**src/vga_pkg.sv**
```systemverilog
package vga_pkg;

    // one bit per gun: red in bit 0, green in bit 1, blue in bit 2
    typedef logic [2:0] rgb_t;

    // column plus stored row times H_ACTIVE
    typedef logic [14:0] pix_addr_t;

    // horizontal timing in pixel clocks
    localparam int H_ACTIVE     = 200;
    localparam int H_SYNC_START = 210;
    localparam int H_SYNC_END   = 242;   // first clock after sync
    localparam int H_TOTAL      = 265;

    // vertical timing in lines
    localparam int V_ACTIVE     = 600;
    localparam int V_SYNC_START = 601;
    localparam int V_SYNC_END   = 605;   // first line after sync
    localparam int V_TOTAL      = 629;

    // each stored row is shown on this many scan lines
    localparam int LINE_REPEAT  = 4;

    // pixel memory depth
    localparam int FRAME_WORDS  = H_ACTIVE * V_ACTIVE / LINE_REPEAT;

endpackage
```
**src/scan_out.sv**
```systemverilog
`timescale 1ns/100ps

module scan_out
    import vga_pkg::*;
#(
    parameter int H_ACTIVE    = vga_pkg::H_ACTIVE,
    parameter int LINE_REPEAT = vga_pkg::LINE_REPEAT
) (
    input  logic       clk_10mhz,
    input  logic       rst_n,
    input  logic [9:0] h_count,
    input  logic [9:0] v_count,
    input  logic       active,
    input  logic       h_sync_raw,
    input  logic       v_sync_raw,
    // memory port
    output logic       rd_en,
    output pix_addr_t  rd_addr,
    input  rgb_t       rd_rgb,
    // video out
    output logic       red,
    output logic       green,
    output logic       blue,
    output logic       h_sync,
    output logic       v_sync
);

    localparam int LR_W = $clog2(LINE_REPEAT + 1);

    pix_addr_t       row_base;      // address of column 0 on this stored row
    logic [LR_W-1:0] line_in_row;   // scan lines already shown of this row
    pix_addr_t       base_now;
    logic [LR_W-1:0] lr_now;
    logic            first_line;
    logic            line_done;

    // delay line for active and syncs
    logic act_d2;
    logic hs_d1;
    logic hs_d2;
    logic vs_d1;
    logic vs_d2;

    // line 0 restarts the row walk, so the frame wrap clears it
    assign first_line = (v_count == '0);
    assign base_now   = first_line ? '0 : row_base;
    assign lr_now     = first_line ? '0 : line_in_row;

    assign line_done = active && (h_count == 10'(H_ACTIVE - 1));

    // row walk by addition only
    always_ff @(posedge clk_10mhz) begin
        if (!rst_n) begin
            row_base    <= '0;
            line_in_row <= '0;
        end else if (line_done) begin
            if (lr_now == LR_W'(LINE_REPEAT - 1)) begin
                row_base    <= base_now + pix_addr_t'(H_ACTIVE);   // next stored row
                line_in_row <= '0;
            end else begin
                row_base    <= base_now;
                line_in_row <= lr_now + 1'b1;
            end
        end
    end

    // stage 1: read request
    always_ff @(posedge clk_10mhz) begin
        if (!rst_n) begin
            rd_en <= 1'b0;
            hs_d1 <= 1'b0;
            vs_d1 <= 1'b0;
        end else begin
            rd_en <= active;   // doubles as the first active delay
            hs_d1 <= h_sync_raw;
            vs_d1 <= v_sync_raw;
        end
    end

    always_ff @(posedge clk_10mhz) begin
        rd_addr <= base_now + pix_addr_t'(h_count);
    end

    // stage 2: memory answers, flags follow along
    always_ff @(posedge clk_10mhz) begin
        if (!rst_n) begin
            act_d2 <= 1'b0;
            hs_d2  <= 1'b0;
            vs_d2  <= 1'b0;
        end else begin
            act_d2 <= rd_en;
            hs_d2  <= hs_d1;
            vs_d2  <= vs_d1;
        end
    end

    // stage 3: blank outside the visible area
    always_ff @(posedge clk_10mhz) begin
        if (!rst_n) begin
            red    <= 1'b0;
            green  <= 1'b0;
            blue   <= 1'b0;
            h_sync <= 1'b0;
            v_sync <= 1'b0;
        end else begin
            red    <= act_d2 & rd_rgb[0];
            green  <= act_d2 & rd_rgb[1];
            blue   <= act_d2 & rd_rgb[2];
            h_sync <= hs_d2;
            v_sync <= vs_d2;
        end
    end

    // row walk must stay inside the memory the top level sized
    a_addr_range: assert property (
        @(posedge clk_10mhz) disable iff (!rst_n)
        rd_en |-> (32'(rd_addr) < FRAME_WORDS)
    );

endmodule

```
**config.mk**
```make
export PLATFORM = sky130hd
export DESIGN_NAME = scan_out
export DESIGN_NICKNAME = d
export VERILOG_FILES = /design/src/vga_pkg.sv /design/src/scan_out.sv
export SDC_FILE = /design/constraint.sdc
export NUM_CORES = 1
export LEC_CHECK = 0
export BUFFER_PORTS_ARGS = -buffer_cell sky130_fd_sc_hd__clkbuf_2
export CORE_ASPECT_RATIO = 1.2
export CORE_MARGIN = 2
export CORE_UTILIZATION = 49
export DETAILED_ROUTE_END_ITERATION = 10
export PLACE_DENSITY = 0.76
export SYNTH_ARGS = -nofsm -noshare
export SYNTH_HDL_FRONTEND = slang
export SYNTH_SLANG_ARGS = --single-unit
export TNS_END_PERCENT = 5
```
**constraint.sdc**
```tcl
create_clock -name clk_10mhz -period 3.35 [get_ports clk_10mhz]
set_input_delay 0.5025 -clock clk_10mhz [delete_from_list [all_inputs] [get_ports clk_10mhz]]
set_output_delay 0.5025 -clock clk_10mhz [all_outputs]
set_load 0.02 [all_outputs]
```
==> results of run 1 <==
==> power by group <==
part	total [mW]	leakage, nW	internal (mW)	switching, mW
clock	0.315	0.0410	0.142	0.173
combinational	0.0764	0.724	0.0324	0.0441
sequential	0.536	0.360	0.533	0.00269
==> through the flow <==
stage          instance area [um^2]  setup slack (ns)  hold slack, ns  power (mW)  instances
6_report                       2690             0.485           0.409       0.927        381
5_1_grt                        2690             0.183           0.407       0.972        381
4_1_cts                        2690             0.468           0.400       0.940        381
3_5_place_dp                   2610             0.150           0.421       0.626        374
3_3_place_gp                   2610             0.226           0.416       0.624        374
2_1_floorplan                  2350             0.136           0.412       0.591        281
==> final cells by class <==
type	count	area [um^2]	area share (%)
multi-input combinational	211	1350	50.3
sequential	44	881	32.8
timing repair buffer	52	270	10.1
clock buffer	6	72.6	2.70
tap	58	72.6	2.70
inverter	9	33.8	1.26
clock inverter	1	5.00	0.186
==> worst paths after layout <==
path | from | to | slack (ns)
max | v_count[3] | rd_addr[8] | 0.49
min | v_sync_raw | vs_d1 | 0.41
max reg2reg | row_base[0] | rd_addr[14] | 0.92
min reg2reg | hs_d1 | hs_d2 | 0.44
==> kinds of logic (layout without fill, tap and decap cells) <==
kind of cell    count (synthesis)  after routing
buf+inv                        26             68
xor+xnor                       18             18
flops                          44             44
simple gates                  118            118
compound gates                 67             67
fa+ha+maj                       8              8
==> placed cells by master (no fill, tap or decap), types with 3 or more instances in the layout <==
cell type,netlist,routed
clkbuf_8,0,5
inv_1,9,9
nor2_1,10,10
a31oi_1,9,9
xnor2_1,11,11
nor3_1,5,5
o21ai_0,21,21
buf_4,1,4
a21boi_0,4,4
nor2_2,3,3
and3_1,10,10
clkbuf_2,0,48
nand2_1,36,36
a21oi_1,11,11
dfxtp_1,44,44
nand4_1,3,3
nor2b_1,4,4
ha_1,6,6
nand3_1,11,11
and2_1,23,23
xor2_1,7,7
==> layer usage <==
metal  GRT usage, %  wire length (um)  vias to the layer above
li1               -                 -                     1068
met1           23.7              2030                      993
met2           33.5              2360                       74
met3           3.95               295                       13
met4           12.4               170                        0
met5              0                 0                        -
==> metrics.txt, run 1 <==
Worst Reg-to-Reg Cells=11; routability cong.=0.835; Synth cell types=50; crit-path max FO=4; Net count, final=358; yosys warns=0; setup tns final=0 ns; flops & latches, synth=44; # IOs=49; Inserted Diodes=0; remaining global-route overflow=0; crit-path cells=clkbuf_2 -> nor4_2 -> nand3_1 -> and2_1 -> ha_1 -> inv_1 -> fa_1 -> nor2b_1 -> o31ai_1 -> a21boi_0 -> o21ai_0 -> and2_1 -> o31ai_1 -> xor2_1; die height=79.9 um; Slowest cell on crit path=o31ai_1; Final Hold Fails=0; Reg clk slew, reported paths=0.08 ns; post-synthesis compound-gate area fraction=approximately a fifth; critical path data arrival time=between 3 and 4 ns; power density over the cells=approximately 340 mW/mm^2; routed wire length=4850 um; register area share after synthesis=a little under two fifths; leak pwr=1.12 nW; layout cells sized above 1=about a fifth; Antenna Nets Post-Route=0; core area=~0.0046 mm^2; CTS Buffer Depth=2; FMAX=roughly 350 MHz; final setup vio count=0; crit-path max cell delay=about 0.35 ns; Post-synth EDFFs=0; setup bufs post-CTS=0; WP buf/inv=2; period utilization=85.5%; biggest regs=rd_addr x15, row_base x15, line_in_row x3; maximum vdd drop=around 250 uV; CTS Buf Count=5; drt pass-1 iters=5; Syn Area/Cell=roughly 8.4 um^2; top post-synthesis cells by count=44 x dfxtp_1, 36 x nand2_1, 23 x and2_1; combinational family with the most area after synthesis=simple AND/OR/NAND/NOR gates; cell depth of the worst setup path=14; initial antenna violation count=0; post-synthesis xor/xnor area fraction=under 10%; time the worst path needs with I/O delays and setup=about 2.9 ns; Cell Area, Synth=approximately 0.0023 mm^2; root buffer cell=clkbuf_8; unrepaired setup endpoints after global routing=false; Synth Flop Type=dfxtp_1; Via Count=2148; die width=between 60 and 70 um; Post-Synth Simple-Gate Area=between 20% and 30%; DP Wirelength=~3600 um; die area=approximately 0.0054 mm^2; Initial Util=between 50% and 60%; startpoint types=input pin; drc violations=0; Slew HR=between 40 and 50%; post-synthesis mux area share=0%; Num Clock Sinks=44; Synth area leaders=dfxtp_1 37%, and2_1 6.1%, nand2_1 5.8%; row cnt=27; adder-cell share of the synthesized area=under 10%; Final Skew=~0.0047 ns; CTS tree=built; post-CTS sizing=0; critical path's top delay family=simple AND/OR/NAND/NOR gates; fin. max-slew vios=0; GRT Total Usage=a little over 20%; Yosys top cell area share=a little under two fifths; Hold Path Depth=2; area growth from synthesis to layout=14.4%; vias in the first global route=between 2000 and 2500; Max Cap Viol=0; syn_nets=about 320; drt initial violations=154; leading area contributor after synthesis=dfxtp_1; element type at the critical path end=flop; first-pass GRT wire length=between 8000 and 9000 um; fill count=approximately 440; pin count of the biggest net entering global routing=31; Post-CTS Hold Buffers=0; Routed WL per cell=between 10 and 15 um; IO buf count=48; required time of the worst setup path=3.53 ns; asr flop ratio synth=0%; DR vias/cell=5.64; Final Core Density=58.5%; most frequent cell after synthesis=dfxtp_1; status=completed; Worst-Margin Slew=about 0.75 ns; cell count after synthesis=about 280; Crit Path Category=in -> reg; CTS H-tree depth=2; Hold Crit Class=in -> reg; latest clock arrival within the worst-skew pair=~0.29 ns
Note: power is estimated with default switching activity, not from simulation.
==> inputs of run 2 (changes only) <==
--- a/config.mk
+++ b/config.mk
@@ -11,6 +11,7 @@
 export CORE_UTILIZATION = 49
 export DETAILED_ROUTE_END_ITERATION = 10
 export PLACE_DENSITY = 0.76
+export REMOVE_ABC_BUFFERS = 1
 export SYNTH_ARGS = -nofsm -noshare
 export SYNTH_HDL_FRONTEND = slang
 export SYNTH_SLANG_ARGS = --single-unit
==> run 2 against run 1 <==
Register-to-register slack about the same; die area unchanged; via count down 2.0%; wire length up 2.1%; first-iteration DRC count down 13%; critical path depth unchanged.
==> metrics.txt, run 2 (same netlist as run 1, synthesis figures left out) <==
initial antenna violation count=0 (unchanged); fin. max-slew vios=0 (unchanged); biggest regs=rd_addr x15, row_base x15, line_in_row x3 (unchanged); drt initial violations=134 (was 154); Initial Util=51.1% (unchanged); vias in the first global route=1917 (was 2003); Hold Crit Class=in -> reg (unchanged); Area after DPL=0.00261 mm^2 (unchanged); CTS tree=built (unchanged); Slew HR=52.7% (was 49.8%); latest clock arrival within the worst-skew pair=0.30 ns (was 0.29 ns); post-CTS sizing=0 (unchanged); Worst Reg-to-Reg Cells=11 (unchanged); Max Cap Viol=0 (unchanged); Num Clock Sinks=44 (unchanged); Worst R2R Start=row_base[0] (unchanged); Design Area, Final=0.00269 mm^2 (about the same); drt pass-1 iters=4 (was 5); die area=0.00537 mm^2 (unchanged); element type at the critical path end=flop (unchanged); Reg clk slew, reported paths=0.08 ns (about the same); time the worst path needs with I/O delays and setup=2.86 ns (about the same); Net count, final=358 (unchanged); commonest cells after routing, fill and taps aside=48 x clkbuf_2, 44 x dfxtp_1, 36 x nand2_1 (unchanged); first-pass GRT wire length=8260 um (was 8330 um); setup bufs post-CTS=0 (unchanged); Hold Crit Endpoint=vs_d1 (unchanged); power density over the cells=348 mW/mm^2 (was 345 mW/mm^2); Via Count=2104 (was 2148); Place WS=0.173 ns (was 0.150 ns); drc violations=0 (unchanged); layout cells sized above 1=21.4% (was 21.1%); crit-path max FO=4 (unchanged); area growth from synthesis to layout=14.6% (was 14.4%); setup tns final=0 ns (unchanged); fill count=448 (was 443); Post-CTS Hold Buffers=0 (unchanged); Crit Path Category=in -> reg (unchanged); maximum vdd drop=212 uV (was 249 uV); leak pwr=1.12 nW (about the same); die height=79.9 um (unchanged); startpoint types=input pin (unchanged); DP Wirelength=3700 um (was 3560 um); hold path start=v_sync_raw (unchanged); Final Core Density=58.6% (was 58.5%); critical path data arrival time=3.05 ns (was 3.04 ns); CTS H-tree depth=2 (unchanged); Antenna Nets Post-Route=0 (unchanged); FMAX=349 MHz (about the same); IO buf count=48 (unchanged); commonest non-fill, non-tap cell in the layout=clkbuf_2 (unchanged); reg2reg setup slack=0.91 ns (was 0.92 ns); area occupied by multi-input gates=0.00135 mm^2 (unchanged); status=completed (unchanged); storage element area=881 um^2 (unchanged); pin count of the biggest net entering global routing=31 (unchanged); required time of the worst setup path=3.54 ns (was 3.53 ns); CTS Buffer Depth=2 (unchanged); die width=67.2 um (unchanged); row cnt=27 (unchanged); Final Skew=0.0132 ns (was 0.00473 ns); remaining global-route overflow=0 (unchanged); period utilization=85.5% (about the same); overall power=936 uW (was 927 uW); Worst-Margin Slew=0.710 ns (was 0.753 ns); # IOs=49 (unchanged); GRT Total Usage=20.2% (was 20.3%); R2R Path End=rd_addr[14] (unchanged); Hold Path Depth=2 (unchanged); Routed WL per cell=13.0 um (was 12.7 um); DR vias/cell=5.52 (was 5.64); final worst slack=0.486 ns (was 0.485 ns); Inserted Diodes=0 (unchanged); routed wire length=4960 um (was 4850 um); CTS Buf Count=5 (unchanged); routability cong.=0.916 (was 0.835); root buffer cell=clkbuf_8 (unchanged); core area=0.00459 mm^2 (unchanged); unrepaired setup endpoints after global routing=false (unchanged); final setup vio count=0 (unchanged); Final Hold Fails=0 (unchanged)
run 2: cell count changes in the layout (fill, tap and decap cells not counted), sizes merged:
cell	delta
clkinvlp	+1
clkbuf	-1
run 2: worst max path at each step:
stage	startpoint	end	cells past startpoint
floorplan	v_count[9]	rd_addr[8]	13
global placement	v_count[9]	rd_addr[7]	12
detailed placement	v_count[3]	rd_addr[8]	14
CTS	v_count[3]	rd_addr[8]	14
global route	v_count[3]	rd_addr[12]	14
finish	v_count[3]	rd_addr[8]	14
run 2: layout make-up:
type	count	area share, %
clock buffer	5	2.56
multi-input combinational	211	50.3
clock inverter	2	0.465
sequential	44	32.7
inverter	9	1.25
timing repair buffer	52	10.0
tap	58	2.70
run 2: worst max-delay path, cell delays in order:
cell	delay (ns)
clkbuf_2	0.08
nor4_2	0.32
nand3_1	0.19
and2_1	0.21
ha_1	0.19
inv_1	0.07
fa_1	0.21
nor2b_1	0.06
o31ai_1	0.38
a21boi_0	0.16
o21ai_0	0.20
and2_1	0.23
o31ai_1	0.11
xor2_1	0.14
run 2: metrics by stage:
stage          hold WS, ns  cells
2_1_floorplan        0.412    264
3_3_place_gp         0.413    374
3_5_place_dp         0.421    374
4_1_cts              0.401    381
5_1_grt              0.410    381
6_report             0.407    381
run 2: metal layers:
metal | wire, um | vias to the layer above | global-route usage, %
met4 | 145 | 0 | 11.2
met5 | 0 | - | 0
met2 | 2370 | 60 | 32.6
li1 | - | 1068 | -
met1 | 2210 | 962 | 24.8
met3 | 234 | 14 | 3.81
run 2: where the power goes:
| group | switching, mW | internal, mW | leakage, nW |
|---|---|---|---|
| sequential | 0.00262 | 0.533 | 0.360 |
| combinational | 0.0447 | 0.0325 | 0.724 |
| clock | 0.181 | 0.141 | 0.0400 |
| total | 0.229 | 0.707 | 1.12 |
