[config.mk]
export PLATFORM = sky130hd
export DESIGN_NAME = video_timing
export DESIGN_NICKNAME = d
export VERILOG_FILES = /design/src/vga_pkg.sv /design/src/video_timing.sv
export SDC_FILE = /design/constraint.sdc
export NUM_CORES = 1
export LEC_CHECK = 0
export ABC_AREA = 1
export BUFFER_PORTS_ARGS = -buffer_cell sky130_fd_sc_hd__buf_2
export CORE_MARGIN = 4
export CORE_UTILIZATION = 50
export CTS_CLUSTER_SIZE = 16
export DETAILED_ROUTE_END_ITERATION = 10
export PLACE_DENSITY = 0.71
export SLEW_MARGIN = 0
export SYNTH_ARGS = -nofsm -noshare
export SYNTH_HDL_FRONTEND = slang
export SYNTH_SLANG_ARGS = --single-unit
[constraint.sdc]
create_clock -name clk_10mhz -period 2.43 [get_ports clk_10mhz]
set_clock_uncertainty 0.2 [all_clocks]
set_input_delay 0.1215 -clock clk_10mhz [delete_from_list [all_inputs] [get_ports clk_10mhz]]
set_output_delay 0.1215 -clock clk_10mhz [all_outputs]
set_load 0.02 [all_outputs]
[src/vga_pkg.sv]
package vga_pkg;

    // one bit per gun: red in bit 0, green in bit 1, blue in bit 2
    typedef logic [2:0] rgb_t;

    // column plus stored row times H_ACTIVE
    typedef logic [14:0] pix_addr_t;

    // horizontal timing in pixel clocks
    localparam int H_ACTIVE     = 200;
    localparam int H_SYNC_START = 210;
    localparam int H_SYNC_END   = 242;   // first clock after sync
    localparam int H_TOTAL      = 265;

    // vertical timing in lines
    localparam int V_ACTIVE     = 600;
    localparam int V_SYNC_START = 601;
    localparam int V_SYNC_END   = 605;   // first line after sync
    localparam int V_TOTAL      = 629;

    // each stored row is shown on this many scan lines
    localparam int LINE_REPEAT  = 4;

    // pixel memory depth
    localparam int FRAME_WORDS  = H_ACTIVE * V_ACTIVE / LINE_REPEAT;

endpackage
[src/video_timing.sv]
`timescale 1ns/100ps

module video_timing
    import vga_pkg::*;
#(
    parameter int H_ACTIVE     = vga_pkg::H_ACTIVE,
    parameter int H_SYNC_START = vga_pkg::H_SYNC_START,
    parameter int H_SYNC_END   = vga_pkg::H_SYNC_END,
    parameter int H_TOTAL      = vga_pkg::H_TOTAL,
    parameter int V_ACTIVE     = vga_pkg::V_ACTIVE,
    parameter int V_SYNC_START = vga_pkg::V_SYNC_START,
    parameter int V_SYNC_END   = vga_pkg::V_SYNC_END,
    parameter int V_TOTAL      = vga_pkg::V_TOTAL
) (
    input  logic       clk_10mhz,
    input  logic       rst_n,
    output logic [9:0] h_count,
    output logic [9:0] v_count,
    output logic       active,
    output logic       h_sync_raw,
    output logic       v_sync_raw
);

    localparam logic [9:0] H_LAST = 10'(H_TOTAL - 1);
    localparam logic [9:0] V_LAST = 10'(V_TOTAL - 1);

    logic h_wrap;
    logic v_wrap;

    assign h_wrap = (h_count == H_LAST);
    assign v_wrap = (v_count == V_LAST);

    // line counter steps every clock, frame counter on line wrap
    always_ff @(posedge clk_10mhz) begin
        if (!rst_n) begin
            h_count <= '0;
            v_count <= '0;
        end else begin
            if (h_wrap) begin
                h_count <= '0;
                if (v_wrap) begin
                    v_count <= '0;
                end else begin
                    v_count <= v_count + 10'd1;
                end
            end else begin
                h_count <= h_count + 10'd1;
            end
        end
    end

    // visible window
    assign active = (h_count < 10'(H_ACTIVE)) && (v_count < 10'(V_ACTIVE));

    // sync windows, start inclusive and end exclusive
    assign h_sync_raw = (h_count >= 10'(H_SYNC_START)) && (h_count < 10'(H_SYNC_END));
    assign v_sync_raw = (v_count >= 10'(V_SYNC_START)) && (v_count < 10'(V_SYNC_END));

    // counters must never leave their ranges, even across many frames
    a_h_range: assert property (
        @(posedge clk_10mhz) disable iff (!rst_n)
        h_count < 10'(H_TOTAL)
    );

    a_v_range: assert property (
        @(posedge clk_10mhz) disable iff (!rst_n)
        v_count < 10'(V_TOTAL)
    );

endmodule

==> results of run 1 <==
-- sequential cells by signal, summed over array words and instances (netlist names) --
register	flops
h_count	10
v_count	10
-- cells in the final DEF, fill, tap and decap left out, types with 3 or more instances in the layout --
cell,synthesis,layout
a21oi_1,10,10
buf_2,1,24
clkbuf_4,0,3
dfxtp_1,20,20
ha_1,5,5
inv_1,24,24
nand2_1,57,57
nand3_1,13,13
nand4_1,6,6
nor2_1,34,34
o21ai_0,4,4
-- logic make-up after synthesis --
group | synth area share (%)
buf+inv | 8.11
flops | 32.9
compound gates | 8.01
fa+ha+maj | 5.13
simple gates | 43.7
xor+xnor | 2.16
-- cell type report --
type | instances | area share (%)
timing repair buffer | 26 | 9.67
multi-input combinational | 146 | 50.6
inverter | 25 | 6.60
tap | 28 | 2.46
clock buffer | 4 | 2.55
sequential | 20 | 28.1
-- per-stage QoR --
stage / hold slack, ns / power, uW
after floorplan: 0.0307 / 367
after global placement: 0.183 / 378
after detailed placement: 0.201 / 378
after CTS: 0.295 / 580
after global routing: 0.322 / 599
final: 0.294 / 575
-- path summary, 6_finish.rpt --
check	from	end	slack [ns]	cells past startpoint
setup reg to reg	h_count[1]	v_count[4]	0.72	9
hold reg to reg	h_count[0]	h_count[0]	0.29	1
hold / removal	h_count[0]	h_count[0]	0.29	1
setup / recovery	v_count[0]	v_sync_raw	0.55	6
-- layer usage --
layer,part of all wire (%),wire [microns],vias up,track usage [%]
li1,-,-,666,-
met1,50,1450,566,26.3
met2,43,1270,34,27.9
met3,5.4,157,4,2.94
met4,1.5,43,0,8.28
met5,0,0,-,0
-- power by group through the flow --
stage,registers (uW),clock network [uW],logic (uW)
6_report,336,203,35.8
5_1_grt,337,221,40.5
4_1_cts,337,208,35.8
3_5_place_dp,344,0,34.5
3_3_place_gp,343,0,34.0
2_1_floorplan,348,0,18.9
-- cell usage after synthesis --
| cell | n |
|---|---|
| nand2_1 | 57 |
| nor2_1 | 34 |
| inv_1 | 24 |
| dfxtp_1 | 20 |
| nand3_1 | 13 |
| a21oi_1 | 10 |
| nand4_1 | 6 |
| ha_1 | 5 |
| o21ai_0 | 4 |
| nand3b_1 | 2 |
| nor2_4 | 2 |
| or2_2 | 2 |
| xor2_1 | 2 |
| a211oi_1 | 1 |
| a31oi_1 | 1 |
| buf_2 | 1 |
| clkinv_1 | 1 |
| nand3_4 | 1 |
| nor2_2 | 1 |
| nor3_1 | 1 |
| nor3_2 | 1 |
| o2111ai_1 | 1 |
| o21ai_1 | 1 |
| xnor2_1 | 1 |
==> results.sh, run 1 <==
export IMPL_cpMostUsedCell="inv_1"
export IMPL_synth_top_area_share_pct=32.9
export IMPL_synth_cell_types=24
export IMPL_dp_hpwl_microns=2290
export IMPL_fmax_ghz=0.532
export IMPL_placed_area_sq_um=1380
export IMPL_rsz0062_at_grt="no"
export IMPL_routabilityCongestion=0.812
export IMPL_cts_buffer_depth=2
export IMPL_p_leak_uw=0.000661
export IMPL_cp_required_ns=2.11
export IMPL_hold_class="reg -> reg"
export IMPL_diodes=0
export IMPL_end_kind="output port"
export IMPL_ys_warn_count=0
export IMPL_slowest_stage="dfxtp_1"
export IMPL_viasPerCell=5.10
export IMPL_ctsHoldBuffers=1
export IMPL_clk_pin_slew_ns=0.13
export IMPL_timing_final_crit_period_ns=1.88
export IMPL_initial_core_util_pct=53.5
export IMPL_die_h_microns=57.4
export IMPL_synth_area_top_cells="dfxtp_1 33%, nand2_1 18%, nor2_1 10%"
export IMPL_start_kind="flip-flop"
export IMPL_swShare_pct=24.2
export IMPL_grt_start_max_net_pins=12
export IMPL_hold_viol=0
export IMPL_slew_headroom_pct=78.3
export IMPL_maxCapViolations=0
export IMPL_port_buffers=24
export IMPL_maxSlewViolCount=0
export IMPL_grt_antenna_before_repair=0
export IMPL_cts_root_buf="clkbuf_4"
export IMPL_post_route_drc_count=0
export IMPL_cts_htree_levels=1
export IMPL_cts_buffers=3
export IMPL_tns_ns=0
export IMPL_setup_violations=0
export IMPL_place_inst=244
export IMPL_yosysSeqAreaShare_pct=32.9
export IMPL_multi_input_area_sq_um=719
export IMPL_row_count=17
export IMPL_grt_overflow=0
export IMPL_status="complete, no violations"
export IMPL_seq_area_sq_um=400
export IMPL_die_area_sq_um=3290
export IMPL_synthesis_nets=199
export IMPL_setup_slack_ns=0.551
export IMPL_synth_area_leader_cell="dfxtp_1"
export IMPL_postCtsSetupBuffers=0
export IMPL_crit_fanout=6
export IMPL_cts_sinks=20
export IMPL_fillers=232
export IMPL_crit_family="flip-flops"
export IMPL_critPathKind="reg -> out"
export IMPL_drt_iter0_markers=47
export IMPL_synth_cells=192
export IMPL_wl_microns=2920
export IMPL_io_pins=25
export IMPL_core_area_sq_um=2280
export IMPL_crit_path_cell_trace="inv_1 > ha_1 > inv_1 > o21ai_0 > a21oi_1 > buf_2"
export IMPL_synth_avg_cell_area_sq_um=6.35
export IMPL_final_nets=229
export IMPL_post_place_ws_ns=0.729
export IMPL_ir_drop_uv=314
export IMPL_p_int_uw=436
export IMPL_synth_ff_latch_count=20
export IMPL_track_usage_pct=18.7
export IMPL_detail_route_antenna_nets=0
export IMPL_power_frac_seq_pct=58.5
export IMPL_cts_resized=0
export IMPL_post_route_util_pct=62.5
export IMPL_cts_tree="built"
export IMPL_num_vias=1270
export IMPL_clkLatencyLatePin_ns=0.31
export IMPL_fin_cells=249
export IMPL_p_comb_share_pct=6.2
export IMPL_netlist_area_sq_um=1220
export IMPL_clockPowerShare_pct=35.2
export IMPL_cellPowerDensity_nw_per_um2=404
export IMPL_dr_pass1_iters=4
export IMPL_crit_buf_inv=3
export IMPL_max_stage_delay_ns=0.44
export IMPL_routedWlPerCell_microns=11.7
export IMPL_drive_gt1_share_pct=16.3
export IMPL_area_growth_pct=16.7
export IMPL_power_switching_uw=139
export IMPL_fin_area_sq_um=1420
export IMPL_tightest_slew_ns=0.324
export IMPL_grt_pass1_wl_microns=4880
export IMPL_fin_crit_sh_pct=77.3
export IMPL_grt_pass1_vias=1118
export IMPL_fp_dieW_microns=57.4
export IMPL_worstPathArrival_ns=1.56
Power figures use the tool's default switching activity.
==> run 2: changes to the inputs <==
- clock period: 2.43 -> 1.8 ns (I/O delays scaled with it)
==> run 2 against run 1 <==
Effect of this change: sequential cell count unchanged; core utilization rose by 2.4 points; worst setup slack got worse by 0.46 ns; critical path depth increased by 3; routed wire length up 1.7%; final cell count grew 1.2%; non-clock buffer count increased by 2; clock power up 31%; power rose by 33%; via count increased by 2.2%; die area did not move; largest power group unchanged; highest routed layer unchanged.
==> results.sh, run 2 (same netlist as run 1, synthesis figures left out) <==
export IMPL_fmax_ghz=0.584
export IMPL_crit_fanout=5
export IMPL_post_route_drc_count=0
export IMPL_final_nets=232
export IMPL_grt_pass1_vias=1182
export IMPL_p_leak_uw=0.000667
export IMPL_hold_viol=0
export IMPL_area_growth_pct=21.2
export IMPL_die_area_sq_um=3290
export IMPL_cts_buffer_depth=2
export IMPL_cts_buffers=3
export IMPL_timing_final_crit_period_ns=1.71
export IMPL_row_count=17
export IMPL_start_kind="flip-flop"
export IMPL_grt_pass1_wl_microns=5090
export IMPL_final_common_cell="nand2_1"
export IMPL_grt_overflow=0
export IMPL_setup_violations=0
export IMPL_clk_pin_slew_ns=0.12
export IMPL_p_total_uw=766
export IMPL_io_pins=25
export IMPL_port_buffers=24
export IMPL_track_usage_pct=18.9
export IMPL_die_h_microns=57.4
export IMPL_fin_cells=252
export IMPL_worstPathArrival_ns=1.72
export IMPL_num_vias=1298
export IMPL_tightest_slew_ns=0.362
export IMPL_fillers=207
export IMPL_ir_drop_uv=355
export IMPL_detail_route_antenna_nets=0
export IMPL_cts_tree="built"
export IMPL_initial_core_util_pct=53.5
export IMPL_reg_largest_list="h_count x10, v_count x10"
export IMPL_fin_crit_sh_pct=95.1
export IMPL_status="complete, no violations"
export IMPL_clkLatencyLatePin_ns=0.30
export IMPL_wl_microns=2970
export IMPL_cts_htree_levels=1
export IMPL_routedWlPerCell_microns=11.8
export IMPL_fp_dieW_microns=57.4
export IMPL_drt_iter0_markers=80
export IMPL_dr_pass1_iters=4
export IMPL_core_area_sq_um=2280
export IMPL_mostFrequentLayoutCells="57 x nand2_1, 33 x nor2_1, 23 x inv_1, 23 x buf_2"
export IMPL_grt_start_max_net_pins=12
export IMPL_slew_headroom_pct=75.8
export IMPL_routabilityCongestion=0.862
export IMPL_maxCapViolations=0
export IMPL_hold_class="reg -> reg"
export IMPL_drive_gt1_share_pct=21.9
export IMPL_place_inst=245
export IMPL_critPathKind="reg -> reg"
export IMPL_maxSlewViolCount=0
export IMPL_tns_ns=0
export IMPL_viasPerCell=5.15
export IMPL_rsz0062_at_grt="no"
export IMPL_end_kind="flip-flop"
export IMPL_cts_root_buf="clkbuf_4"
export IMPL_cellPowerDensity_nw_per_um2=519
export IMPL_dp_hpwl_microns=2270
export IMPL_cts_sinks=20
export IMPL_post_route_util_pct=64.9
export IMPL_grt_antenna_before_repair=0
export IMPL_reg2reg_setup_slack_ns=0.09
export IMPL_cp_required_ns=1.81
export IMPL_diodes=0
## run 2: power by group
group,switching [uW],leakage (uW),internal (uW),total [uW]
sequential,6.25,0.000166,445,451
clock,141,0.0000210,123,265
combinational,33.0,0.000480,17.6,50.5
## run 2: routing by layer
layer / part of all wire [%] / vias to the layer above / track usage [%]
li1: - / 676 / -
met1: 48 / 575 / 26.7
met2: 44 / 43 / 30.0
met3: 6.8 / 4 / 2.71
met4: 0.98 / 0 / 4.97
met5: 0 / - / 0
## run 2: critical path, cell delays in order (launching register included)
cell	delay (ns)
dfxtp_1	0.36
inv_1	0.10
ha_1	0.19
nand2_1	0.08
clkinv_1	0.09
nand3_4	0.09
nor2_2	0.27
nand3_1	0.12
nand2_1	0.08
nor2_1	0.04
## run 2: stage by stage
stage,hold slack (ns),area [sq um],worst slack (ns)
2_1_floorplan,-0.000781,1220,0.186
3_3_place_gp,0.151,1380,0.152
3_5_place_dp,0.163,1380,0.0985
4_1_cts,0.300,1430,0.0130
5_1_grt,0.347,1480,0.000174
6_report,0.289,1480,0.0882
## run 2: path summary, 6_finish.rpt
| check | startpoint | end | cells after the start |
|---|---|---|---|
| max | h_count[1] | v_count[7] | 9 |
| min | h_count[0] | h_count[0] | 1 |
| max reg2reg | h_count[1] | v_count[7] | 9 |
| min reg2reg | h_count[0] | h_count[0] | 1 |
## run 2: area by class of cell
type	instances	area [sq um]	area share, %
clock buffers	4	36.3	2.46
flip-flops and latches	20	414	28.1
repair buffers	28	155	10.5
well taps	28	35.0	2.37
multi-input cells	147	742	50.3
inverters	25	93.8	6.36
## run 2: what timing repair did
action	4_1_cts	5_1_grt
resized for setup	2	14
cloned	0	1
setup endpoints to repair	1	9
hold buffers	1	0
pin swaps	0	3
buffers inserted	0	1
endpoints found under the hold margin	2	0
==> run 3: changes to the inputs <==
- MAX_ROUTING_LAYER: not set -> met4
==> run 3 against run 2 <==
Effect of this change: final cell count did not move; global-route usage rose by 0.57 points; non-clock buffer count did not move; clock power barely moved; power rose by 0.16%; via count rose by 0.77%; core utilization did not move; critical path depth did not move; cell area did not move; sequential power barely moved.
==> results.sh, run 3 (same netlist as run 1, synthesis figures left out) <==
export IMPL_port_buffers=24
export IMPL_maxSlewViolCount=0
export IMPL_end_kind="flip-flop"
export IMPL_place_inst=245
export IMPL_routabilityCongestion=0.876
export IMPL_wl_microns=2980
export IMPL_clkLatencyLatePin_ns=0.30
export IMPL_p_leak_uw=0.000667
export IMPL_drive_gt1_share_pct=21.9
export IMPL_track_usage_pct=19.5
export IMPL_cp_required_ns=1.81
export IMPL_rsz0062_at_grt="no"
export IMPL_tightest_slew_ns=0.362
export IMPL_routedWlPerCell_microns=11.8
export IMPL_final_common_cell="nand2_1"
export IMPL_placed_area_sq_um=1380
export IMPL_cts_buffer_depth=2
export IMPL_ir_drop_uv=357
export IMPL_die_h_microns=57.4
export IMPL_fin_crit_sh_pct=95.3
export IMPL_post_route_drc_count=0
export IMPL_fp_dieW_microns=57.4
export IMPL_setup_violations=0
export IMPL_reg_largest_list="h_count x10, v_count x10"
export IMPL_tns_ns=0
export IMPL_final_nets=232
export IMPL_worstPathArrival_ns=1.73
export IMPL_viasPerCell=5.19
export IMPL_num_vias=1308
export IMPL_cts_buffers=3
export IMPL_grt_start_max_net_pins=12
export IMPL_mostFrequentLayoutCells="57 x nand2_1, 33 x nor2_1, 23 x inv_1, 23 x buf_2"
export IMPL_timing_hold_ws_ns=0.291
export IMPL_setup_slack_ns=0.0842
export IMPL_grt_antenna_before_repair=0
export IMPL_diodes=0
export IMPL_detail_route_antenna_nets=0
export IMPL_row_count=17
export IMPL_status="complete, no violations"
export IMPL_cellPowerDensity_nw_per_um2=520
export IMPL_fin_area_sq_um=1480
export IMPL_cts_root_buf="clkbuf_4"
export IMPL_dp_hpwl_microns=2270
export IMPL_core_area_sq_um=2280
export IMPL_start_kind="flip-flop"
export IMPL_initial_core_util_pct=53.5
export IMPL_dr_pass1_iters=4
export IMPL_cts_tree="built"
export IMPL_grt_pass1_wl_microns=5090
export IMPL_cts_sinks=20
export IMPL_timing_final_crit_period_ns=1.72
export IMPL_grt_overflow=0
export IMPL_maxCapViolations=0
export IMPL_cts_htree_levels=1
export IMPL_critPathKind="reg -> reg"
export IMPL_io_pins=25
export IMPL_post_place_ws_ns=0.0985
export IMPL_fin_cells=252
export IMPL_hold_viol=0
export IMPL_grt_pass1_vias=1182
export IMPL_drt_iter0_markers=83
export IMPL_slew_headroom_pct=75.8
export IMPL_fmax_ghz=0.583
export IMPL_die_area_sq_um=3290
export IMPL_hold_class="reg -> reg"
export IMPL_crit_fanout=5
export IMPL_clk_pin_slew_ns=0.13
export IMPL_area_growth_pct=21.2
[run 3: final cells by class]
cell class                 count  area (sq um)
inverter                      25          93.8
tap                           28          35.0
multi-input combinational    147           742
timing repair buffer          28           155
sequential                    20           414
clock buffer                   4          36.3
fill                         207           800
[run 3: through the flow]
stage          total power (uW)  utilization (%)
2_1_floorplan               496                -
3_3_place_gp                510             60.8
3_5_place_dp                513             60.8
4_1_cts                     778             62.9
5_1_grt                     804             64.9
6_report                    767             64.9
[run 3: worst max-delay path, stage by stage, from the launching register on]
cell and delay (ns):
dfxtp_1 0.36, inv_1 0.10, ha_1 0.19, nand2_1 0.08, clkinv_1 0.09, nand3_4 0.09
nor2_2 0.27, nand3_1 0.12, nand2_1 0.08, nor2_1 0.04
[run 3: where the power goes]
group / internal [uW] / switching (uW) / total, uW
Combinational: 17.5 / 33.3 / 50.9
Sequential: 445 / 6.29 / 451
Clock: 123 / 142 / 265
Total: 586 / 182 / 767
[run 3: routing by layer]
layer / up-vias / global-route usage, % / share of wire, %
li1: 675 / - / -
met4: 0 / 4.97 / 0.57
met5: - / - / 0
met1: 579 / 26.7 / 47
met2: 52 / 30.0 / 45
met3: 2 / 2.71 / 7.9
[run 3: worst paths after layout]
kind	from	endpoint	slack, ns	cells past startpoint
setup / recovery	h_count[1]	v_count[7]	0.08	9
hold / removal	h_count[0]	h_count[0]	0.29	1
setup reg to reg	h_count[1]	v_count[7]	0.08	9
hold reg to reg	h_count[0]	h_count[0]	0.29	1
[run 3: repair_timing]
item | in CTS | in global routing
setup buffers | 0 | 1
hold buffers | 1 | 0
pin swaps | 0 | 3
endpoints found under the setup margin | 1 | 9
gates resized for setup | 2 | 14
cloned | 0 | 1
hold endpoints to repair | 2 | 0
